## config.mk

```make
export PLATFORM = sky130hd
export DESIGN_NAME = synth_top
export DESIGN_NICKNAME = d
export VERILOG_FILES = /design/src/synth_pkg.sv /design/src/synth_top.sv /design/src/voice_mixer.sv /design/src/osc_voice.sv /design/src/note_dispatch.sv
export VERILOG_INCLUDE_DIRS = /design/src
export SDC_FILE = /design/constraint.sdc
export NUM_CORES = 1
export LEC_CHECK = 0
export BUFFER_PORTS_ARGS = -buffer_cell sky130_fd_sc_hd__buf_4
export CORE_ASPECT_RATIO = 1.25
export CORE_MARGIN = 8
export CORE_UTILIZATION = 60
export CTS_CLUSTER_SIZE = 12
export DETAILED_ROUTE_END_ITERATION = 6
export HOLD_SLACK_MARGIN = 0.06
export PLACE_DENSITY_LB_ADDON = 0.2
export SKIP_LAST_GASP = 1
export SYNTH_ARGS = -nofsm -noshare
export SYNTH_HDL_FRONTEND = slang
export SYNTH_SLANG_ARGS = --single-unit
```

## constraint.sdc

```tcl
create_clock -name clk -period 10.3 [get_ports clk]
set_input_delay 2.06 -clock clk [delete_from_list [all_inputs] [get_ports clk]]
set_output_delay 2.06 -clock clk [all_outputs]
set_load 0.03 [all_outputs]
```

## src/synth_defs.svh

```systemverilog
`ifndef SYNTH_DEFS_SVH
`define SYNTH_DEFS_SVH

// Number of oscillator voices in the bank.
`define SYNTH_VOICES 4

// Width of each voice's phase accumulator.
// The waveform rules assume 16 bits.
`define SYNTH_PHASE_W 16

// Signed sample width, used for both voice and mixed output.
`define SYNTH_SAMPLE_W 16

// Key number width on the command input.
`define SYNTH_KEY_W 7

// Phase increment added per key unit on every step.
`define SYNTH_INC_SCALE 8

// Credits the mixer holds after reset.
// This is also the depth of the consumer's sample buffer.
`define SYNTH_CREDITS 4

`endif
```

## src/sine_quarter.hex

```
// Quarter-wave sine magnitudes, one 15-bit hex word per line, index 0 to 31 rising to the peak.
0000
0648
0C8C
12C8
18F9
1F1A
2528
2B1F
30FB
36BA
3C56
41CE
471C
4C3F
5133
55F5
5A82
5ED7
62F1
66CF
6A6D
6DC9
70E2
73B5
7641
7883
7A7C
7C29
7D89
7E9C
7F61
7FD8

```

## src/synth_pkg.sv

```systemverilog
`include "synth_defs.svh"

package synth_pkg;

  // Command opcodes on the note input.
  typedef enum logic {
    NOTE_OFF = 1'b0,
    NOTE_ON  = 1'b1
  } synth_op_t;

  // Waveform selection, fixed for a voice at load time.
  typedef enum logic [1:0] {
    WAVE_SINE   = 2'd0,
    WAVE_SQUARE = 2'd1,
    WAVE_SAW    = 2'd2,
    WAVE_TRI    = 2'd3
  } wave_t;

  // One command from the outside, 10 bits.
  typedef struct packed {
    synth_op_t               op;
    logic [`SYNTH_KEY_W-1:0] key;
    wave_t                   wave;
  } note_cmd_t;

  // Dispatcher to voice control, 11 bits. Load and rel are one-cycle pulses.
  typedef struct packed {
    logic                    load;
    logic                    rel;
    logic [`SYNTH_KEY_W-1:0] key;
    wave_t                   wave;
  } voice_ctrl_t;

  // Registered voice output, 17 bits.
  typedef struct packed {
    logic                              active;
    logic signed [`SYNTH_SAMPLE_W-1:0] value;
  } voice_sample_t;

endpackage

```

## src/synth_top.sv

```systemverilog
`include "synth_defs.svh"

module synth_top
  import synth_pkg::*;
(
  input  logic                              clk,
  input  logic                              reset,
  input  logic                              cmd_valid,
  input  note_cmd_t                         cmd,
  input  logic                              credit_return,
  output logic                              sample_valid,
  output logic signed [`SYNTH_SAMPLE_W-1:0] sample
);

  voice_ctrl_t   voice_ctrl    [`SYNTH_VOICES];
  voice_sample_t voice_samples [`SYNTH_VOICES];
  logic          step;

  note_dispatch u_dispatch (
    .clk        (clk),
    .reset      (reset),
    .cmd_valid  (cmd_valid),
    .cmd        (cmd),
    .voice_ctrl (voice_ctrl)
  );

  // All voices share the mixer's step pulse.
  for (genvar v = 0; v < `SYNTH_VOICES; v++) begin : g_voice
    osc_voice u_voice (
      .clk    (clk),
      .reset  (reset),
      .ctrl   (voice_ctrl[v]),
      .step   (step),
      .sample (voice_samples[v])
    );
  end

  voice_mixer u_mixer (
    .clk           (clk),
    .reset         (reset),
    .credit_return (credit_return),
    .voice_samples (voice_samples),
    .step          (step),
    .sample_valid  (sample_valid),
    .sample        (sample)
  );

endmodule

```

## src/voice_mixer.sv

```systemverilog
`include "synth_defs.svh"

module voice_mixer
  import synth_pkg::*;
(
  input  logic                              clk,
  input  logic                              reset,
  input  logic                              credit_return,
  input  voice_sample_t                     voice_samples [`SYNTH_VOICES],
  output logic                              step,
  output logic                              sample_valid,
  output logic signed [`SYNTH_SAMPLE_W-1:0] sample
);

  localparam int NV = `SYNTH_VOICES;
  localparam int SW = `SYNTH_SAMPLE_W;
  localparam int CW = $clog2(`SYNTH_CREDITS + 1);

  logic [CW-1:0]        credits;
  logic [CW-1:0]        credits_next;
  logic                 step_d1;
  logic signed [SW+1:0] mix_sum;

  // A step spends a credit on the edge it is issued.
  assign credits_next = credits - CW'(step) + CW'(credit_return);

  // Step is registered, so it is only raised when the updated count still holds a credit.
  always_ff @(posedge clk or negedge reset) begin
    if (!reset) begin
      credits      <= CW'(`SYNTH_CREDITS);
      step         <= 1'b0;
      step_d1      <= 1'b0;
      sample_valid <= 1'b0;
    end else begin
      credits      <= credits_next;
      step         <= (credits_next != '0);
      step_d1      <= step;
      sample_valid <= step_d1;
    end
  end

  // Voice samples are valid the cycle after step, which is when step_d1 is high.
  always_comb begin
    mix_sum = '0;
    for (int v = 0; v < NV; v++) begin
      if (voice_samples[v].active) begin
        mix_sum = mix_sum + {{2{voice_samples[v].value[SW-1]}}, voice_samples[v].value};
      end
    end
  end

  // Dropping the two low bits of the 18-bit sum is the arithmetic shift by 2.
  always_ff @(posedge clk) begin
    if (step_d1) begin
      sample <= mix_sum[SW+1:2];
    end
  end

  // Credits only come back for samples already sent, so the count stays bounded.
  a_credit_max: assert property (@(posedge clk) disable iff (!reset)
    credits <= CW'(`SYNTH_CREDITS))
    else $error("Credit count above limit");

  a_step_credit: assert property (@(posedge clk) disable iff (!reset)
    step |-> credits != '0)
    else $error("Step issued without a credit");

endmodule

```

## src/osc_voice.sv

```systemverilog
`include "synth_defs.svh"

module osc_voice
  import synth_pkg::*;
(
  input  logic          clk,
  input  logic          reset,
  input  voice_ctrl_t   ctrl,
  input  logic          step,
  output voice_sample_t sample
);

  localparam int PW = `SYNTH_PHASE_W;
  localparam int SW = `SYNTH_SAMPLE_W;

  // Quarter-wave sine magnitudes, rising from zero to the peak.
  logic [14:0]             sine_rom [0:31];

  logic [PW-1:0]           phase;
  logic [PW-1:0]           inc;
  logic [`SYNTH_KEY_W-1:0] key_q;
  wave_t                   wave_q;
  logic                    active;

  logic [4:0]              sine_idx;
  logic [14:0]             sine_mag;
  logic [13:0]             tri_fold;
  logic signed [SW-1:0]    sine_val;
  logic signed [SW-1:0]    square_val;
  logic signed [SW-1:0]    saw_val;
  logic signed [SW-1:0]    tri_lin;
  logic signed [SW-1:0]    tri_val;
  logic signed [SW-1:0]    wave_val;

  initial begin
    $readmemh("/design/src/sine_quarter.hex", sine_rom);
  end

  assign inc = PW'(key_q) * PW'(`SYNTH_INC_SCALE);

  // Sine: the second and fourth quarters read the table backwards.
  assign sine_idx = phase[14] ? ~phase[13:9] : phase[13:9];
  assign sine_mag = sine_rom[sine_idx];
  assign sine_val = phase[PW-1] ? -$signed({1'b0, sine_mag}) : $signed({1'b0, sine_mag});

  assign square_val = phase[PW-1] ? -16'sd32767 : 16'sd32767;

  // Offset binary to two's complement is a flip of the top bit.
  assign saw_val = $signed(phase - 16'h8000);

  // Triangle: fold the low bits, scale to 0..32766, centre, then mirror in the upper half.
  assign tri_fold = phase[14] ? ~phase[13:0] : phase[13:0];
  assign tri_lin  = $signed({1'b0, tri_fold, 1'b0}) - 16'sd16384;
  assign tri_val  = phase[PW-1] ? -tri_lin : tri_lin;

  always_comb begin
    case (wave_q)
      WAVE_SINE:   wave_val = sine_val;
      WAVE_SQUARE: wave_val = square_val;
      WAVE_SAW:    wave_val = saw_val;
      WAVE_TRI:    wave_val = tri_val;
      default:     wave_val = '0;
    endcase
  end

  // Load takes priority over a step in the same cycle.
  always_ff @(posedge clk or negedge reset) begin
    if (!reset) begin
      phase  <= '0;
      active <= 1'b0;
      sample <= '0;
    end else if (ctrl.load) begin
      phase  <= '0;
      active <= 1'b1;
    end else if (ctrl.rel) begin
      active <= 1'b0;
      sample <= '0;
    end else if (step && active) begin
      sample.active <= 1'b1;
      sample.value  <= wave_val;
      phase         <= phase + inc;
    end
  end

  always_ff @(posedge clk) begin
    if (ctrl.load) begin
      key_q  <= ctrl.key;
      wave_q <= ctrl.wave;
    end
  end

  // The dispatcher must never start and stop this voice in the same cycle.
  a_load_rel: assert property (@(posedge clk) disable iff (!reset) !(ctrl.load && ctrl.rel))
    else $error("Load and release pulsed together");

endmodule

```

## src/note_dispatch.sv

```systemverilog
`include "synth_defs.svh"

module note_dispatch
  import synth_pkg::*;
(
  input  logic        clk,
  input  logic        reset,
  input  logic        cmd_valid,
  input  note_cmd_t   cmd,
  output voice_ctrl_t voice_ctrl [`SYNTH_VOICES]
);

  localparam int NV = `SYNTH_VOICES;

  logic                    cmd_pending;
  note_cmd_t               cmd_q;
  logic [NV-1:0]           busy;
  logic [`SYNTH_KEY_W-1:0] key_held [NV];
  logic [NV-1:0]           free_pick;
  logic [NV-1:0]           held_pick;
  logic [NV-1:0]           load_now;
  logic [NV-1:0]           rel_now;
  logic [NV-1:0]           pulse_any;

  always_ff @(posedge clk or negedge reset) begin
    if (!reset) begin
      cmd_pending <= 1'b0;
    end else begin
      cmd_pending <= cmd_valid;
    end
  end

  always_ff @(posedge clk) begin
    if (cmd_valid) begin
      cmd_q <= cmd;
    end
  end

  // Priority search from the top down, so the lowest matching voice is the last one written.
  always_comb begin
    free_pick = '0;
    held_pick = '0;
    for (int v = NV - 1; v >= 0; v--) begin
      if (!busy[v]) begin
        free_pick = NV'(1) << v;
      end
      if (busy[v] && key_held[v] == cmd_q.key) begin
        held_pick = NV'(1) << v;
      end
    end
    // A NOTE_ON with no free voice leaves both vectors empty and is dropped.
    load_now = (cmd_pending && cmd_q.op == NOTE_ON) ? free_pick : '0;
    rel_now  = (cmd_pending && cmd_q.op == NOTE_OFF) ? held_pick : '0;
  end

  always_ff @(posedge clk or negedge reset) begin
    if (!reset) begin
      busy <= '0;
      for (int v = 0; v < NV; v++) begin
        voice_ctrl[v] <= '0;
      end
    end else begin
      for (int v = 0; v < NV; v++) begin
        voice_ctrl[v].load <= load_now[v];
        voice_ctrl[v].rel  <= rel_now[v];
        voice_ctrl[v].key  <= cmd_q.key;
        voice_ctrl[v].wave <= cmd_q.wave;
        if (load_now[v]) begin
          busy[v] <= 1'b1;
        end else if (rel_now[v]) begin
          busy[v] <= 1'b0;
        end
      end
    end
  end

  // Keys are only compared while the voice is busy.
  always_ff @(posedge clk) begin
    for (int v = 0; v < NV; v++) begin
      if (load_now[v]) begin
        key_held[v] <= cmd_q.key;
      end
    end
  end

  always_comb begin
    for (int v = 0; v < NV; v++) begin
      pulse_any[v] = voice_ctrl[v].load | voice_ctrl[v].rel;
    end
  end

  // Each command touches one voice at most, so the voice bank sees a single pulse per cycle.
  a_one_pulse: assert property (@(posedge clk) disable iff (!reset) $onehot0(pulse_any))
    else $error("More than one voice pulsed in a cycle");

endmodule

```

* Yosys cells after proc, flatten, opt, wreduce, memory -nomap -nowiden
Memories as Yosys holds them, arrays and structs flattened. Index checks and enable logic that the tools add are counted.
Storage, ports and cells: register bits after elaboration 226, bits in latches 0, RAM bits 28, bits in read-only memories 0, input bits 14, output and inout bits 17, word-level logic and storage cells 231, memories kept 1
Memory list:
- u_dispatch.key_held | words 4, width 7, rd ports 4, clocked after Yosys merged registers in 0, write ports 1, line note_dispatch.sv:18 | logic [`SYNTH_KEY_W-1:0] key_held [NV];
Operators by class: add/sub/neg operators 25, multiply operators 0, div/mod/pow operators 0, $lt $le $gt $ge 0, equality and inequality tests 20, shift operators 0, muxes and demuxes 87, bitwise logic cells 9, reduce and logical (&&, ||, !) cells 42
Operators by type and width (number):
- $mux 16 | 24
- $pmux 16 s4 | 4
- $mux 17 | 8
- $mux 18 | 4
- $add 16x10->16 | 4
- $neg 15->16 const A | 4
- $neg 16->16 | 4
- $sub 15x15->16 const B | 4
- $sub 16x16->16 const B | 4
- $mux 14 | 4
- $not 14->14 | 4
- $add 18x18->18 | 3
- $mux 4 | 10
- $reduce_bool 2->1 | 16
- $eq 7x7->1 | 4
- $mux 1 | 27
- $mux 7 | 3
- $reduce_or 7->1 | 3
- $eq 2x2->1 const B | 8
- $reduce_and 2->1 | 8
- $logic_and 1x1->1 | 10
- $eq 2x1->1 const B | 4
- $logic_not 2->1 | 4
- $ne 2x1->1 const B | 4
- 5 further kinds | 11

* Depth between registers and ports, before layout
Gate-level depths: netlist (run 1).
depth after elaboration 11, mapped depth 30, depth with buffers taken out 27

* Hierarchy
Synthesis (run 1) repeated with hierarchy kept, for this count alone.
Unflattened totals: cells, all modules 1649, area, all modules 15652.5 µm²
By module, submodules not included:
- osc_voice at g_voice[0].u_voice ... | instances 3, cells each 274, area an instance 2453.6 µm², seq. area each 1046.0 µm²
- voice_mixer | instances 1, cells each 423, area an instance 3474.6 µm², seq. area each 631.9 µm²
- osc_voice at g_voice[1].u_voice | instances 1, cells each 256, area an instance 2423.6 µm², seq. area each 1046.0 µm²
- note_dispatch | instances 1, cells each 148, area an instance 2393.5 µm², seq. area each 1691.6 µm²

* Worst setup path after synthesis (run 1)
OpenSTA, ideal clock, no wires.
kind flip-flop to flip-flop, start register g_voice[0].u_voice.sample[16] in the netlist's numbering, end register u_mixer.sample[15] (data pin), setup time 0.260 ns, arrival 5.993 ns, data required time 10.040 ns, path slack 4.048 ns, stages on the path, launching flop included 28, path buffers 3, period minus slack after synthesis 6.252 ns, cell sequence dfrtp_1 -> buf_2 -> buf_2 -> clkbuf_1 -> and2_1 -> ha_1 -> fa_1 -> maj3_2 -> a32o_1 -> a211oi_1 -> xnor2_1 -> nand2_1 -> xor2_1 -> ha_1 -> or4_1 -> o21ai_1 -> o21ai_1 -> a211oi_1 -> xnor2_1 -> mux2_2 -> ha_1 -> o21a_1 -> o21ai_0 -> a21oi_1 -> a311oi_1 -> mux2i_1 -> xor2_1 -> xnor2_1
Between the ends: word-level cells in the longest chain between the ends 7
Ends and longest elaborated chain:
- start: declaration | line osc_voice.sv:10 | output voice_sample_t sample
- $mux 18 (*) | line voice_mixer.sv:46 | if (voice_samples[v].active) begin
- $add 18x18->18 | line voice_mixer.sv:47 | mix_sum = mix_sum + {{2{voice_samples[v].value[SW-1]}}, voice_samples[v].value};
- $mux 18 (*) | line voice_mixer.sv:46
- $add 18x18->18 | line voice_mixer.sv:47
- $mux 18 (*) | line voice_mixer.sv:46
- $add 18x18->18 | line voice_mixer.sv:47
- $mux 18 (*) | line voice_mixer.sv:46
- named net u_mixer.mix_sum[17] | line voice_mixer.sv:22 | logic signed [SW+1:0] mix_sum;
- end signal: assignment | line voice_mixer.sv:55 | sample <= mix_sum[SW+1:2];
- end: declaration | line voice_mixer.sv:12 | output logic signed [`SYNTH_SAMPLE_W-1:0] sample
Mark *: on every way through the listed nets, which the timed path passes. The rest lies on a longest branch. A chain may end at the register's enable or synchronous reset.

* Worst setup path in the final report (run 1)
Same ends and word-level chain as after synthesis.

==> results.toml, run 1 <==
[pwr]
power_frac_clock_pct = 13.8
comb_power_share_pct = 58.4
pwr_density_cell_mw_per_mm2 = 389
power_leakage_nw = 6.91
power.switching_w = 0.00293
peakVddDrop_mv = 0.181
intPower_w = 0.00357
seqPwrFrac_pct = 27.8
switching_share_pct = 45.0

[grt]
grt_antenna_before_repair = 0
grt_max_degree = 89
grt_use_total_pct = 23.3
grt_pass1_vias = 11800
grt_pass1_wl_mm = 60.8
grt-ovfl-total = 0

[route]
wl_per_cell_um = 18.2
dr.pass1.iters = 5
via_per_inst = 6.19
antenna_left = 0
drcViolationCount = 0
drtIter0Drc = 846
vias = 12500
routed_wirelength_mm = 36.7

[yosys]
synthFlopType = "dfrtp_1"
async_flop_share_pct = 62.8
synth-seq-cells = 242
synth_warnings = 0
syn-num-nets = 1813
syn_area_per_cell_um2 = 9.17
netlist_area_mm2 = 0.0156
synthesis.instances = 1700
synth_edf_count = 90
yosysSeqAreaShare_pct = 41.7
synth_cell_type_count = 76

[sta]
slew_headroom_pct = 28.6
setup_tns_ns = 0
finalCriticalPeriod_ns = 6.66
finalCritPeriodShare_pct = 64.6
slew_violations = 0
setup_viol = 0
hold_viol = 0
fmax_mhz = 150
worstMarginPinSlew_ns = 1.06
rsz0062_at_grt = "no"
finClkSkew_ns = 0.0276

[floorplanning]
start_util_pct = 60.5
core.rowCount = 66
ios = 31
core_mm2 = 0.0258
die_w_um = 160
dieArea_mm2 = 0.0314
fp.dieH_um = 196

[critical_path]
required_ns = 10.61
critPathArrivalTime_ns = 6.97
crit_slowest_cell = "dfrtp_1"
crit_family = "compound AO/OA/AOI/OAI gates"
startpoint_type = "flop"
crit_type = "flop to flop"
crit_buf_inv = 0
cp-end-kind = "flop"
worstPathCellList = "and2_1, ha_1, fa_1, maj3_2, a32o_1, a2111oi_4, nor2_1, o31ai_1, ha_1, a21o_1, a21oi_1, o21ai_0, a21oi_1, xnor2_1, mux2_2, ha_1, o21ai_0, nor2_1, o21ai_0, a21oi_1, a311oi_1, mux2i_1, xor2_1, xnor2_1"
cp_slowest_stage_delay_ns = 0.67
cp_max_fo = 31

[worst_hold_path]
hold_class = "flop to flop"

[placed_design]
place_congestion = 0.886
portBuffers = 30
dp_hpwl_mm = 26.9
placed_cells = 1972

[cells_and_area]
layoutNonFillerInstCount = 2018
drive_gt1_share_pct = 6.50
diodes = 0
multi_input_area_mm2 = 0.00846
seqCellArea_mm2 = 0.00651
nets = 1773
syn_to_final_growth_pct = 7.20
fill_cells = 2177

[clocking]
hold_buffers = 0
ctsResizeCount = 0
cts_max_level = 1
cts_setup_buffers = 0
cts_buffers = 26
cts_root_buf = "clkbuf_16"
cts_tree = "yes"
clk-insertion-delay-late_ns = 0.56
cts_sinks = 242
cts_buffer_depth = 3
clk_pin_slew_ns = 0.06

[flow_run]
cap_violations = 0

[run_status]
status = "finished clean"
==> power by group through the flow <==
stage,logic (W),clock network [W],registers [W]
floorplan,0.00310,0,0.00160
global placement,0.00368,0,0.00180
detailed placement,0.00377,0,0.00182
CTS,0.00379,0.000915,0.00180
global route,0.00425,0.000952,0.00185
finish,0.00379,0.000898,0.00181
==> final cells by class <==
type / count / share of cell area [%]
Clock buffer: 38 / 4.22
Clock inverter: 8 / 0.711
Inverter: 59 / 1.33
Multi-Input combinational cell: 1295 / 50.6
Sequential cell: 242 / 38.9
Tap cell: 340 / 2.55
Timing Repair Buffer: 36 / 1.64
==> cell families after synthesis <==
group	after synthesis	synth area share, %
multiplexers	33	2.31
AND/OR/NAND/NOR	509	15.1
flip-flops	242	41.7
buffers and inverters	163	4.00
adder cells (fa/ha/maj)	101	8.42
XOR/XNOR	128	7.19
AO/OA/AOI/OAI	524	21.2
==> cell usage in the layout, fill, tap and decap left out, types with 41 or more instances in the layout <==
cell type / synthesis / routed
edfxtp_1: 90 / 90
ha_1: 92 / 92
xor2_1: 44 / 44
nor2_1: 84 / 84
a21o_1: 41 / 41
inv_1: 56 / 56
nand3_1: 50 / 50
nand2_1: 228 / 228
xnor2_1: 84 / 84
a21oi_1: 146 / 146
dfrtp_1: 151 / 151
o21ai_0: 135 / 135
==> per-stage QoR <==
step	power [W]	hold slack, ns	instance area, um^2	util, %	worst slack (ns)
4_1_cts	0.00651	0.350	16700	64.9	3.65
3_3_place_gp	0.00548	0.337	15900	61.7	3.75
6_report	0.00650	0.348	16700	64.9	3.64
2_1_floorplan	0.00470	0.331	15600	-	4.05
5_1_grt	0.00705	0.365	16700	64.9	3.05
3_5_place_dp	0.00558	0.337	15900	61.7	3.64
==> worst register-to-register path, cell delays in order, from the launching register on <==
cell,delay (ns)
dfrtp_1,0.67
and2_1,0.29
ha_1,0.20
fa_1,0.44
maj3_2,0.34
a32o_1,0.26
a2111oi_4,0.42
nor2_1,0.12
o31ai_1,0.45
ha_1,0.39
a21o_1,0.22
a21oi_1,0.15
o21ai_0,0.20
a21oi_1,0.23
xnor2_1,0.08
mux2_2,0.30
ha_1,0.33
o21ai_0,0.17
nor2_1,0.05
o21ai_0,0.19
a21oi_1,0.09
a311oi_1,0.31
mux2i_1,0.26
xor2_1,0.19
xnor2_1,0.09
==> metal layers <==
metal	track usage, %	share of wire (%)	vias to the layer above
li1	-	-	6092
met1	29.3	42	6025
met2	40.6	50	292
met3	2.75	4.3	73
met4	8.88	3.4	0
met5	0	0	-
==> flip-flops by register name (all words and copies together), names as in the netlist, 4 cells and up <==
signal / cells
g_voice.u_voice.sample: 68
u_dispatch.key_held: 28
u_dispatch.cmd_q: 10
u_mixer.sample: 16
g_voice.u_voice.wave_q: 8
g_voice.u_voice.active: 4
g_voice.u_voice.phase: 52
u_dispatch.busy: 4
g_voice.u_voice.key_q: 28
u_dispatch.voice_ctrl: 17
==> path summary, 6_finish.rpt <==
kind,start,endpoint,slack (ns),depth (start not counted)
max reg2reg,g_voice[0].u_voice.sample[16],u_mixer.sample[15],3.64,24
min reg2reg,u_dispatch.cmd_q[1],u_dispatch.voice_ctrl[34],0.35,0
max,g_voice[0].u_voice.sample[16],u_mixer.sample[15],3.64,24
max in group asynchronous,reset,g_voice[2].u_voice.phase[4],7.32,2
min,u_dispatch.cmd_q[1],u_dispatch.voice_ctrl[34],0.35,0
min in group asynchronous,reset,u_dispatch.voice_ctrl[41],1.57,1
==> Yosys cell counts (8+ instances only) <==
cell type | count | share of area (%)
nor3_1 | 26 | 0.83
o31ai_1 | 13 | 0.63
o21ai_0 | 135 | 4.3
xor2_1 | 44 | 2.5
a32oi_1 | 9 | 0.51
a22oi_1 | 27 | 1.3
a21o_1 | 41 | 2.0
o21bai_1 | 21 | 1.0
o211ai_1 | 18 | 0.87
mux2_2 | 24 | 1.7
nand2b_1 | 8 | 0.32
a21oi_1 | 146 | 4.7
inv_1 | 56 | 1.3
nor2b_1 | 8 | 0.32
a31oi_1 | 17 | 0.68
xnor2_1 | 84 | 4.7
a211oi_1 | 20 | 0.96
buf_2 | 8 | 0.26
nand2_1 | 228 | 5.5
clkbuf_1 | 87 | 2.1
dfrtp_1 | 151 | 24
nand3_1 | 50 | 1.6
nand4_1 | 16 | 0.64
and2_1 | 13 | 0.52
nor2_1 | 84 | 2.0
o21a_1 | 12 | 0.58
mux2i_1 | 9 | 0.58
or3_1 | 30 | 1.2
nor3b_1 | 13 | 0.63
and3_1 | 8 | 0.32
buf_1 | 8 | 0.19
ha_1 | 92 | 7.4
edfxtp_1 | 90 | 17
(Power assumes the default switching activity.)
==> inputs of run 2 (changes only) <==
ABC_AREA = 1   (was not set)
CORE_UTILIZATION = 58   (was 60)
clock period = 5.7 ns   (was 10.3 ns; I/O delays follow)
==> results.toml, run 2 <==
[cells_and_area]
drive_gt1_share_pct = 6.63
reg_top3 = "g_voice.u_voice.sample (68), g_voice.u_voice.phase (52)"
syn_to_final_growth_pct = 8.05
fill_cells = 2441
layoutNonFillerInstCount = 2432
mostFrequentLayoutCell = "nand2_1"
seqCellArea_mm2 = 0.00651
final_cell_mix = "nand2_1, inv_1, nand3_1"
nets = 2176
multi_input_area_mm2 = 0.00841
largest_reg_flops = 68
diodes = 0
regMostFlops = "g_voice.u_voice.sample"
post-route-util_pct = 63.4

[placed_design]
dp_hpwl_mm = 31.1
place_congestion = 0.932
placed_cells = 2385
dp_slack_ns = 0.675
portBuffers = 30

[route]
wl_per_cell_um = 16.5
drcViolationCount = 0
dr.pass1.iters = 5
routed_wirelength_mm = 40.1
antenna_left = 0
vias = 13800
via_per_inst = 5.67
drtIter0Drc = 1026

[floorplanning]
ios = 31
core_mm2 = 0.0276
dieArea_mm2 = 0.0335
start_util_pct = 58.6
die_w_um = 165
core.rowCount = 68
fp.dieH_um = 203

[sta]
worstMarginPinSlew_ns = 1.23
setup_viol = 0
fin_ws_ns = 0.669
finalCritPeriodShare_pct = 88.3
finalCriticalPeriod_ns = 5.03
slew_violations = 0
hold_viol = 0
slew_headroom_pct = 17.6
rsz0062_at_grt = "no"
fmax_mhz = 199
setup_tns_ns = 0
finClkSkew_ns = 0.0137

[run_status]
status = "finished clean"

[yosys]
synth-seq-cells = 242
synth_warnings = 0
yosysMostFrequentCell = "nand2_1"
synth_area_leaders = "dfrtp_1, edfxtp_1, nand2_1, ha_1, inv_1"
synthesis.instances = 2043
yosysTopAreaCellShare_pct = 23.4
async_flop_share_pct = 62.8
synth_edf_count = 90
syn-num-nets = 2156
synth_cell_type_count = 64
synthFlopType = "dfrtp_1"
netlist_area_mm2 = 0.0162
syn_area_per_cell_um2 = 7.91
yosysTopAreaCell = "dfrtp_1"
synth_common_cells = "nand2_1, inv_1, nand3_1"
yosysSeqAreaShare_pct = 40.3

[critical_path]
startpoint_type = "flop"
required_ns = 5.99
cp_slowest_stage_delay_ns = 0.48
critPathArrivalTime_ns = 5.32
cp-end-kind = "flop"
crit_slowest_cell = "fa_1"
crit_type = "flop to flop"
cp_max_fo = 6

[grt]
grt-ovfl-total = 0
grt_use_total_pct = 24.5
grt_antenna_before_repair = 0
grt_max_degree = 109
grt_pass1_vias = 13600
grt_pass1_wl_mm = 67.4

[clocking]
cts_buffer_depth = 3
cts_max_level = 1
ctsResizeCount = 0
cts_buffers = 26
cts_sinks = 242
cts_tree = "yes"
clk_pin_slew_ns = 0.06
cts_setup_buffers = 0
hold_buffers = 0
clk-insertion-delay-late_ns = 0.53
cts_root_buf = "clkbuf_16"

[worst_hold_path]
hold_class = "flop to flop"

[flow_run]
cap_violations = 0
## run 2: changes by cell type after synthesis, sizes merged, moves of 17 or more
cell,delta
xnor2,-43
nand2,+300
or3,-30
nand3,+113
nor2,+59
mux2,-24
inv,+212
a21oi,-34
a22o,+26
clkbuf,-61
a211oi,-17
a22oi,-27
a21o,-38
## run 2: critical path, delay by kind of cell, from the launching register on
family	cells	cell delay, ns
AO/OA/AOI/OAI	3	0.78
AND/OR/NAND/NOR	16	1.84
buffers and inverters	5	0.31
adder cells (fa/ha/maj)	4	1.46
flip-flops	1	0.41
## run 2: final timing paths
kind | depth (start not counted) | slack [ns] | startpoint | to
worst max-delay path | 28 | 0.67 | g_voice[0].u_voice.sample[16] | u_mixer.sample[15]
worst min-delay path | 0 | 0.36 | u_dispatch.cmd_q[1] | u_dispatch.voice_ctrl[34]
worst max register to register | 28 | 0.67 | g_voice[0].u_voice.sample[16] | u_mixer.sample[15]
worst min register to register | 0 | 0.36 | u_dispatch.cmd_q[1] | u_dispatch.voice_ctrl[34]
max in group asynchronous | 2 | 3.87 | reset | g_voice[0].u_voice.sample[8]
min in group asynchronous | 1 | 0.66 | reset | g_voice[0].u_voice.phase[10]
## run 2: layout make-up
class                   count  share of cell area [%]
multi-input cells        1487                    48.1
flip-flops and latches    242                    37.3
inverters                 272                    5.85
clock buffers              43                    4.63
well taps                 350                    2.51
repair buffers             34                    1.48
clock inverters             4                   0.136
## run 2: per-stage QoR
| step | instance area, um^2 | hold slack [ns] |
|---|---|---|
| floorplan | 16200 | 0.331 |
| global placement | 16600 | 0.334 |
| detailed placement | 16600 | 0.342 |
| CTS | 17500 | 0.356 |
| global route | 17500 | 0.374 |
| finish | 17500 | 0.356 |
## run 2: cells by family (layout without fill, tap and decap cells)
| kind of cell | after synthesis | in the layout | synth area share, % |
|---|---|---|---|
| AND/OR/NAND/NOR | 940 | 940 | 25.4 |
| AO/OA/AOI/OAI | 364 | 364 | 13.7 |
| buffers and inverters | 314 | 353 | 7.72 |
| flip-flops | 242 | 242 | 40.3 |
| adder cells (fa/ha/maj) | 99 | 99 | 7.99 |
| XOR/XNOR | 84 | 84 | 4.99 |
## run 2: routing by layer
metal / part of all wire [%] / wire length [um] / vias up / track usage [%]
li1: - / - / 6878 / -
met5: 0 / 0 / - / 0
met2: 49 / 19700 / 322 / 42.3
met3: 4.3 / 1730 / 73 / 2.33
met4: 3.2 / 1290 / 0 / 8.08
met1: 43 / 17500 / 6528 / 31.5
Power of run 2 is left out: the tool's default activity adds up to more than one toggle a clock period on the data nets, which glitch-free logic cannot reach.
==> inputs of run 3 (changes only) <==
CORE_UTILIZATION = 60   (was 58)
SYNTH_HIERARCHICAL = 1   (was not set)
clock period = 6.5 ns   (was 5.7 ns; I/O delays follow)
==> results.toml, run 3 <==
[placed_design]
placed_cells = 2612
portBuffers = 30
place_congestion = 0.960
dp_slack_ns = 0.986
dp_hpwl_mm = 32.3

[route]
routed_wirelength_mm = 41.9
via_per_inst = 5.55
drtIter0Drc = 1085
drcViolationCount = 0
antenna_left = 0
wl_per_cell_um = 15.7
dr.pass1.iters = 5
vias = 14800

[cells_and_area]
final_cell_mix = "nand2_1, inv_1, nand3_1"
regMostFlops = "g_voice.u_voice/sample"
mostFrequentLayoutCell = "nand2_1"
nets = 2391
syn_to_final_growth_pct = 6.37
reg_top3 = "g_voice.u_voice/sample (68), g_voice.u_voice/phase (52)"
diodes = 0
drive_gt1_share_pct = 10.1
layoutNonFillerInstCount = 2660
largest_reg_flops = 68

[sta]
slew_headroom_pct = 22.8
finalCritPeriodShare_pct = 85.6
finClkSkew_ns = 0.0145
setup_viol = 0
worstMarginPinSlew_ns = 1.15
fmax_mhz = 180
rsz0062_at_grt = "no"
fin_ws_ns = 0.935
finalCriticalPeriod_ns = 5.57
setup_tns_ns = 0
slew_violations = 0
hold_viol = 0

[clocking]
cts_buffers = 26
cts_sinks = 242
hold_buffers = 0
cts_root_buf = "clkbuf_16"
clk_pin_slew_ns = 0.06
cts_tree = "yes"
cts_max_level = 1
clk-insertion-delay-late_ns = 0.55
cts_setup_buffers = 0
cts_buffer_depth = 3
ctsResizeCount = 0

[yosys]
async_flop_share_pct = 62.8
yosysTopAreaCellShare_pct = 22.0
synthesis.instances = 2286
synth_edf_count = 90
yosysMostFrequentCell = "nand2_1"
netlist_area_mm2 = 0.0172
synth_area_leaders = "dfrtp_1, edfxtp_1, nand2_1, ha_1, inv_1"
synth-seq-cells = 242
synthFlopType = "dfrtp_1"
yosysTopAreaCell = "dfrtp_1"
yosysSeqAreaShare_pct = 37.8
synth_common_cells = "nand2_1, inv_1, nand3_1"
syn-num-nets = 2392
synth_warnings = 6
syn_area_per_cell_um2 = 7.53
synth_cell_type_count = 60

[floorplanning]
core_mm2 = 0.0283
die_w_um = 167
dieArea_mm2 = 0.0344
fp.dieH_um = 205
ios = 31
core.rowCount = 69
start_util_pct = 60.8

[run_status]
status = "finished clean"

[grt]
grt_pass1_wl_mm = 70.6
grt_max_degree = 97
grt-ovfl-total = 0
grt_use_total_pct = 24.9
grt_pass1_vias = 14500
grt_antenna_before_repair = 0

[pwr]
total_power_w = 0.0110
power_leakage_nw = 9.18
peakVddDrop_mv = 0.292
pwr_density_cell_mw_per_mm2 = 599

[critical_path]
startpoint_type = "flop"
cp_common_cell = "nand2_1"
crit_type = "flop to flop"
crit_slowest_cell = "dfrtp_1"
required_ns = 6.80
cp-end-kind = "flop"
critPathArrivalTime_ns = 5.87
cp_max_fo = 23
cp_slowest_stage_delay_ns = 0.86

[worst_hold_path]
hold_class = "flop to flop"

[flow_run]
cap_violations = 0
## run 3: area by class of cell
type                            count  area (um^2)
Fill cell                        2461        10000
Multi-Input combinational cell   1668         9060
Sequential cell                   242         6510
Inverter                          313         1170
Clock buffer                       42          752
Tap cell                          355          444
Timing Repair Buffer               34          259
Clock inverter                      6          109
## run 3: power by group
| part | internal [W] | leakage (nW) | switching [W] |
|---|---|---|---|
| logic | 0.00242 | 6.06 | 0.00428 |
| clock network | 0.000908 | 0.413 | 0.000598 |
| registers | 0.00216 | 2.71 | 0.000598 |
| total | 0.00550 | 9.18 | 0.00548 |
## run 3: worst paths after layout
kind | start | to | slack (ns) | cells past startpoint
min in group asynchronous | reset | g_voice[0].u_voice/phase[11] | 0.84 | 1
setup / recovery | g_voice[0].u_voice/sample[16] | u_mixer/sample[15] | 0.93 | 30
hold / removal | u_dispatch/cmd_q[1] | u_dispatch/voice_ctrl[1] | 0.34 | 0
max in group asynchronous | reset | g_voice[2].u_voice/sample[0] | 4.32 | 2
hold reg to reg | u_dispatch/cmd_q[1] | u_dispatch/voice_ctrl[1] | 0.34 | 0
setup reg to reg | g_voice[0].u_voice/sample[16] | u_mixer/sample[15] | 0.93 | 30
## run 3: kinds of logic (layout without fill, tap and decap cells)
kind of cell,count (synthesis),after routing,share of synthesized area (%)
simple gates,1188,1188,30.6
buf+inv,376,395,9.55
flops,242,242,37.8
compound gates,335,335,11.7
xor+xnor,53,53,3.31
fa+ha+maj,92,92,6.99
## run 3: through the flow
stage | utilization, % | cell area [um^2] | hold slack, ns
6_report | 64.6 | 18300 | 0.345
5_1_grt | 64.6 | 18300 | 0.359
3_3_place_gp | 61.6 | 17400 | 0.331
3_5_place_dp | 61.6 | 17400 | 0.336
4_1_cts | 64.6 | 18300 | 0.349
2_1_floorplan | - | 17200 | 0.331
## run 3: per-layer routing
metal / global-route usage, % / up-vias / part of all wire, % / wire length [um]
met5: 0 / - / 0 / 0
met4: 10.6 / 0 / 3.9 / 1650
met3: 2.86 / 98 / 4.6 / 1930
met2: 43.9 / 366 / 48 / 20300
met1: 30.4 / 6855 / 43 / 18000
li1: - / 7433 / - / -
## run 3: critical path, delay by kind of cell, from the launching register on
family	cells	cell delay (ns)
XOR/XNOR	2	0.31
adder cells (fa/ha/maj)	3	0.94
AO/OA/AOI/OAI	7	1.26
flip-flops	1	0.86
buffers and inverters	4	0.31
AND/OR/NAND/NOR	14	1.62
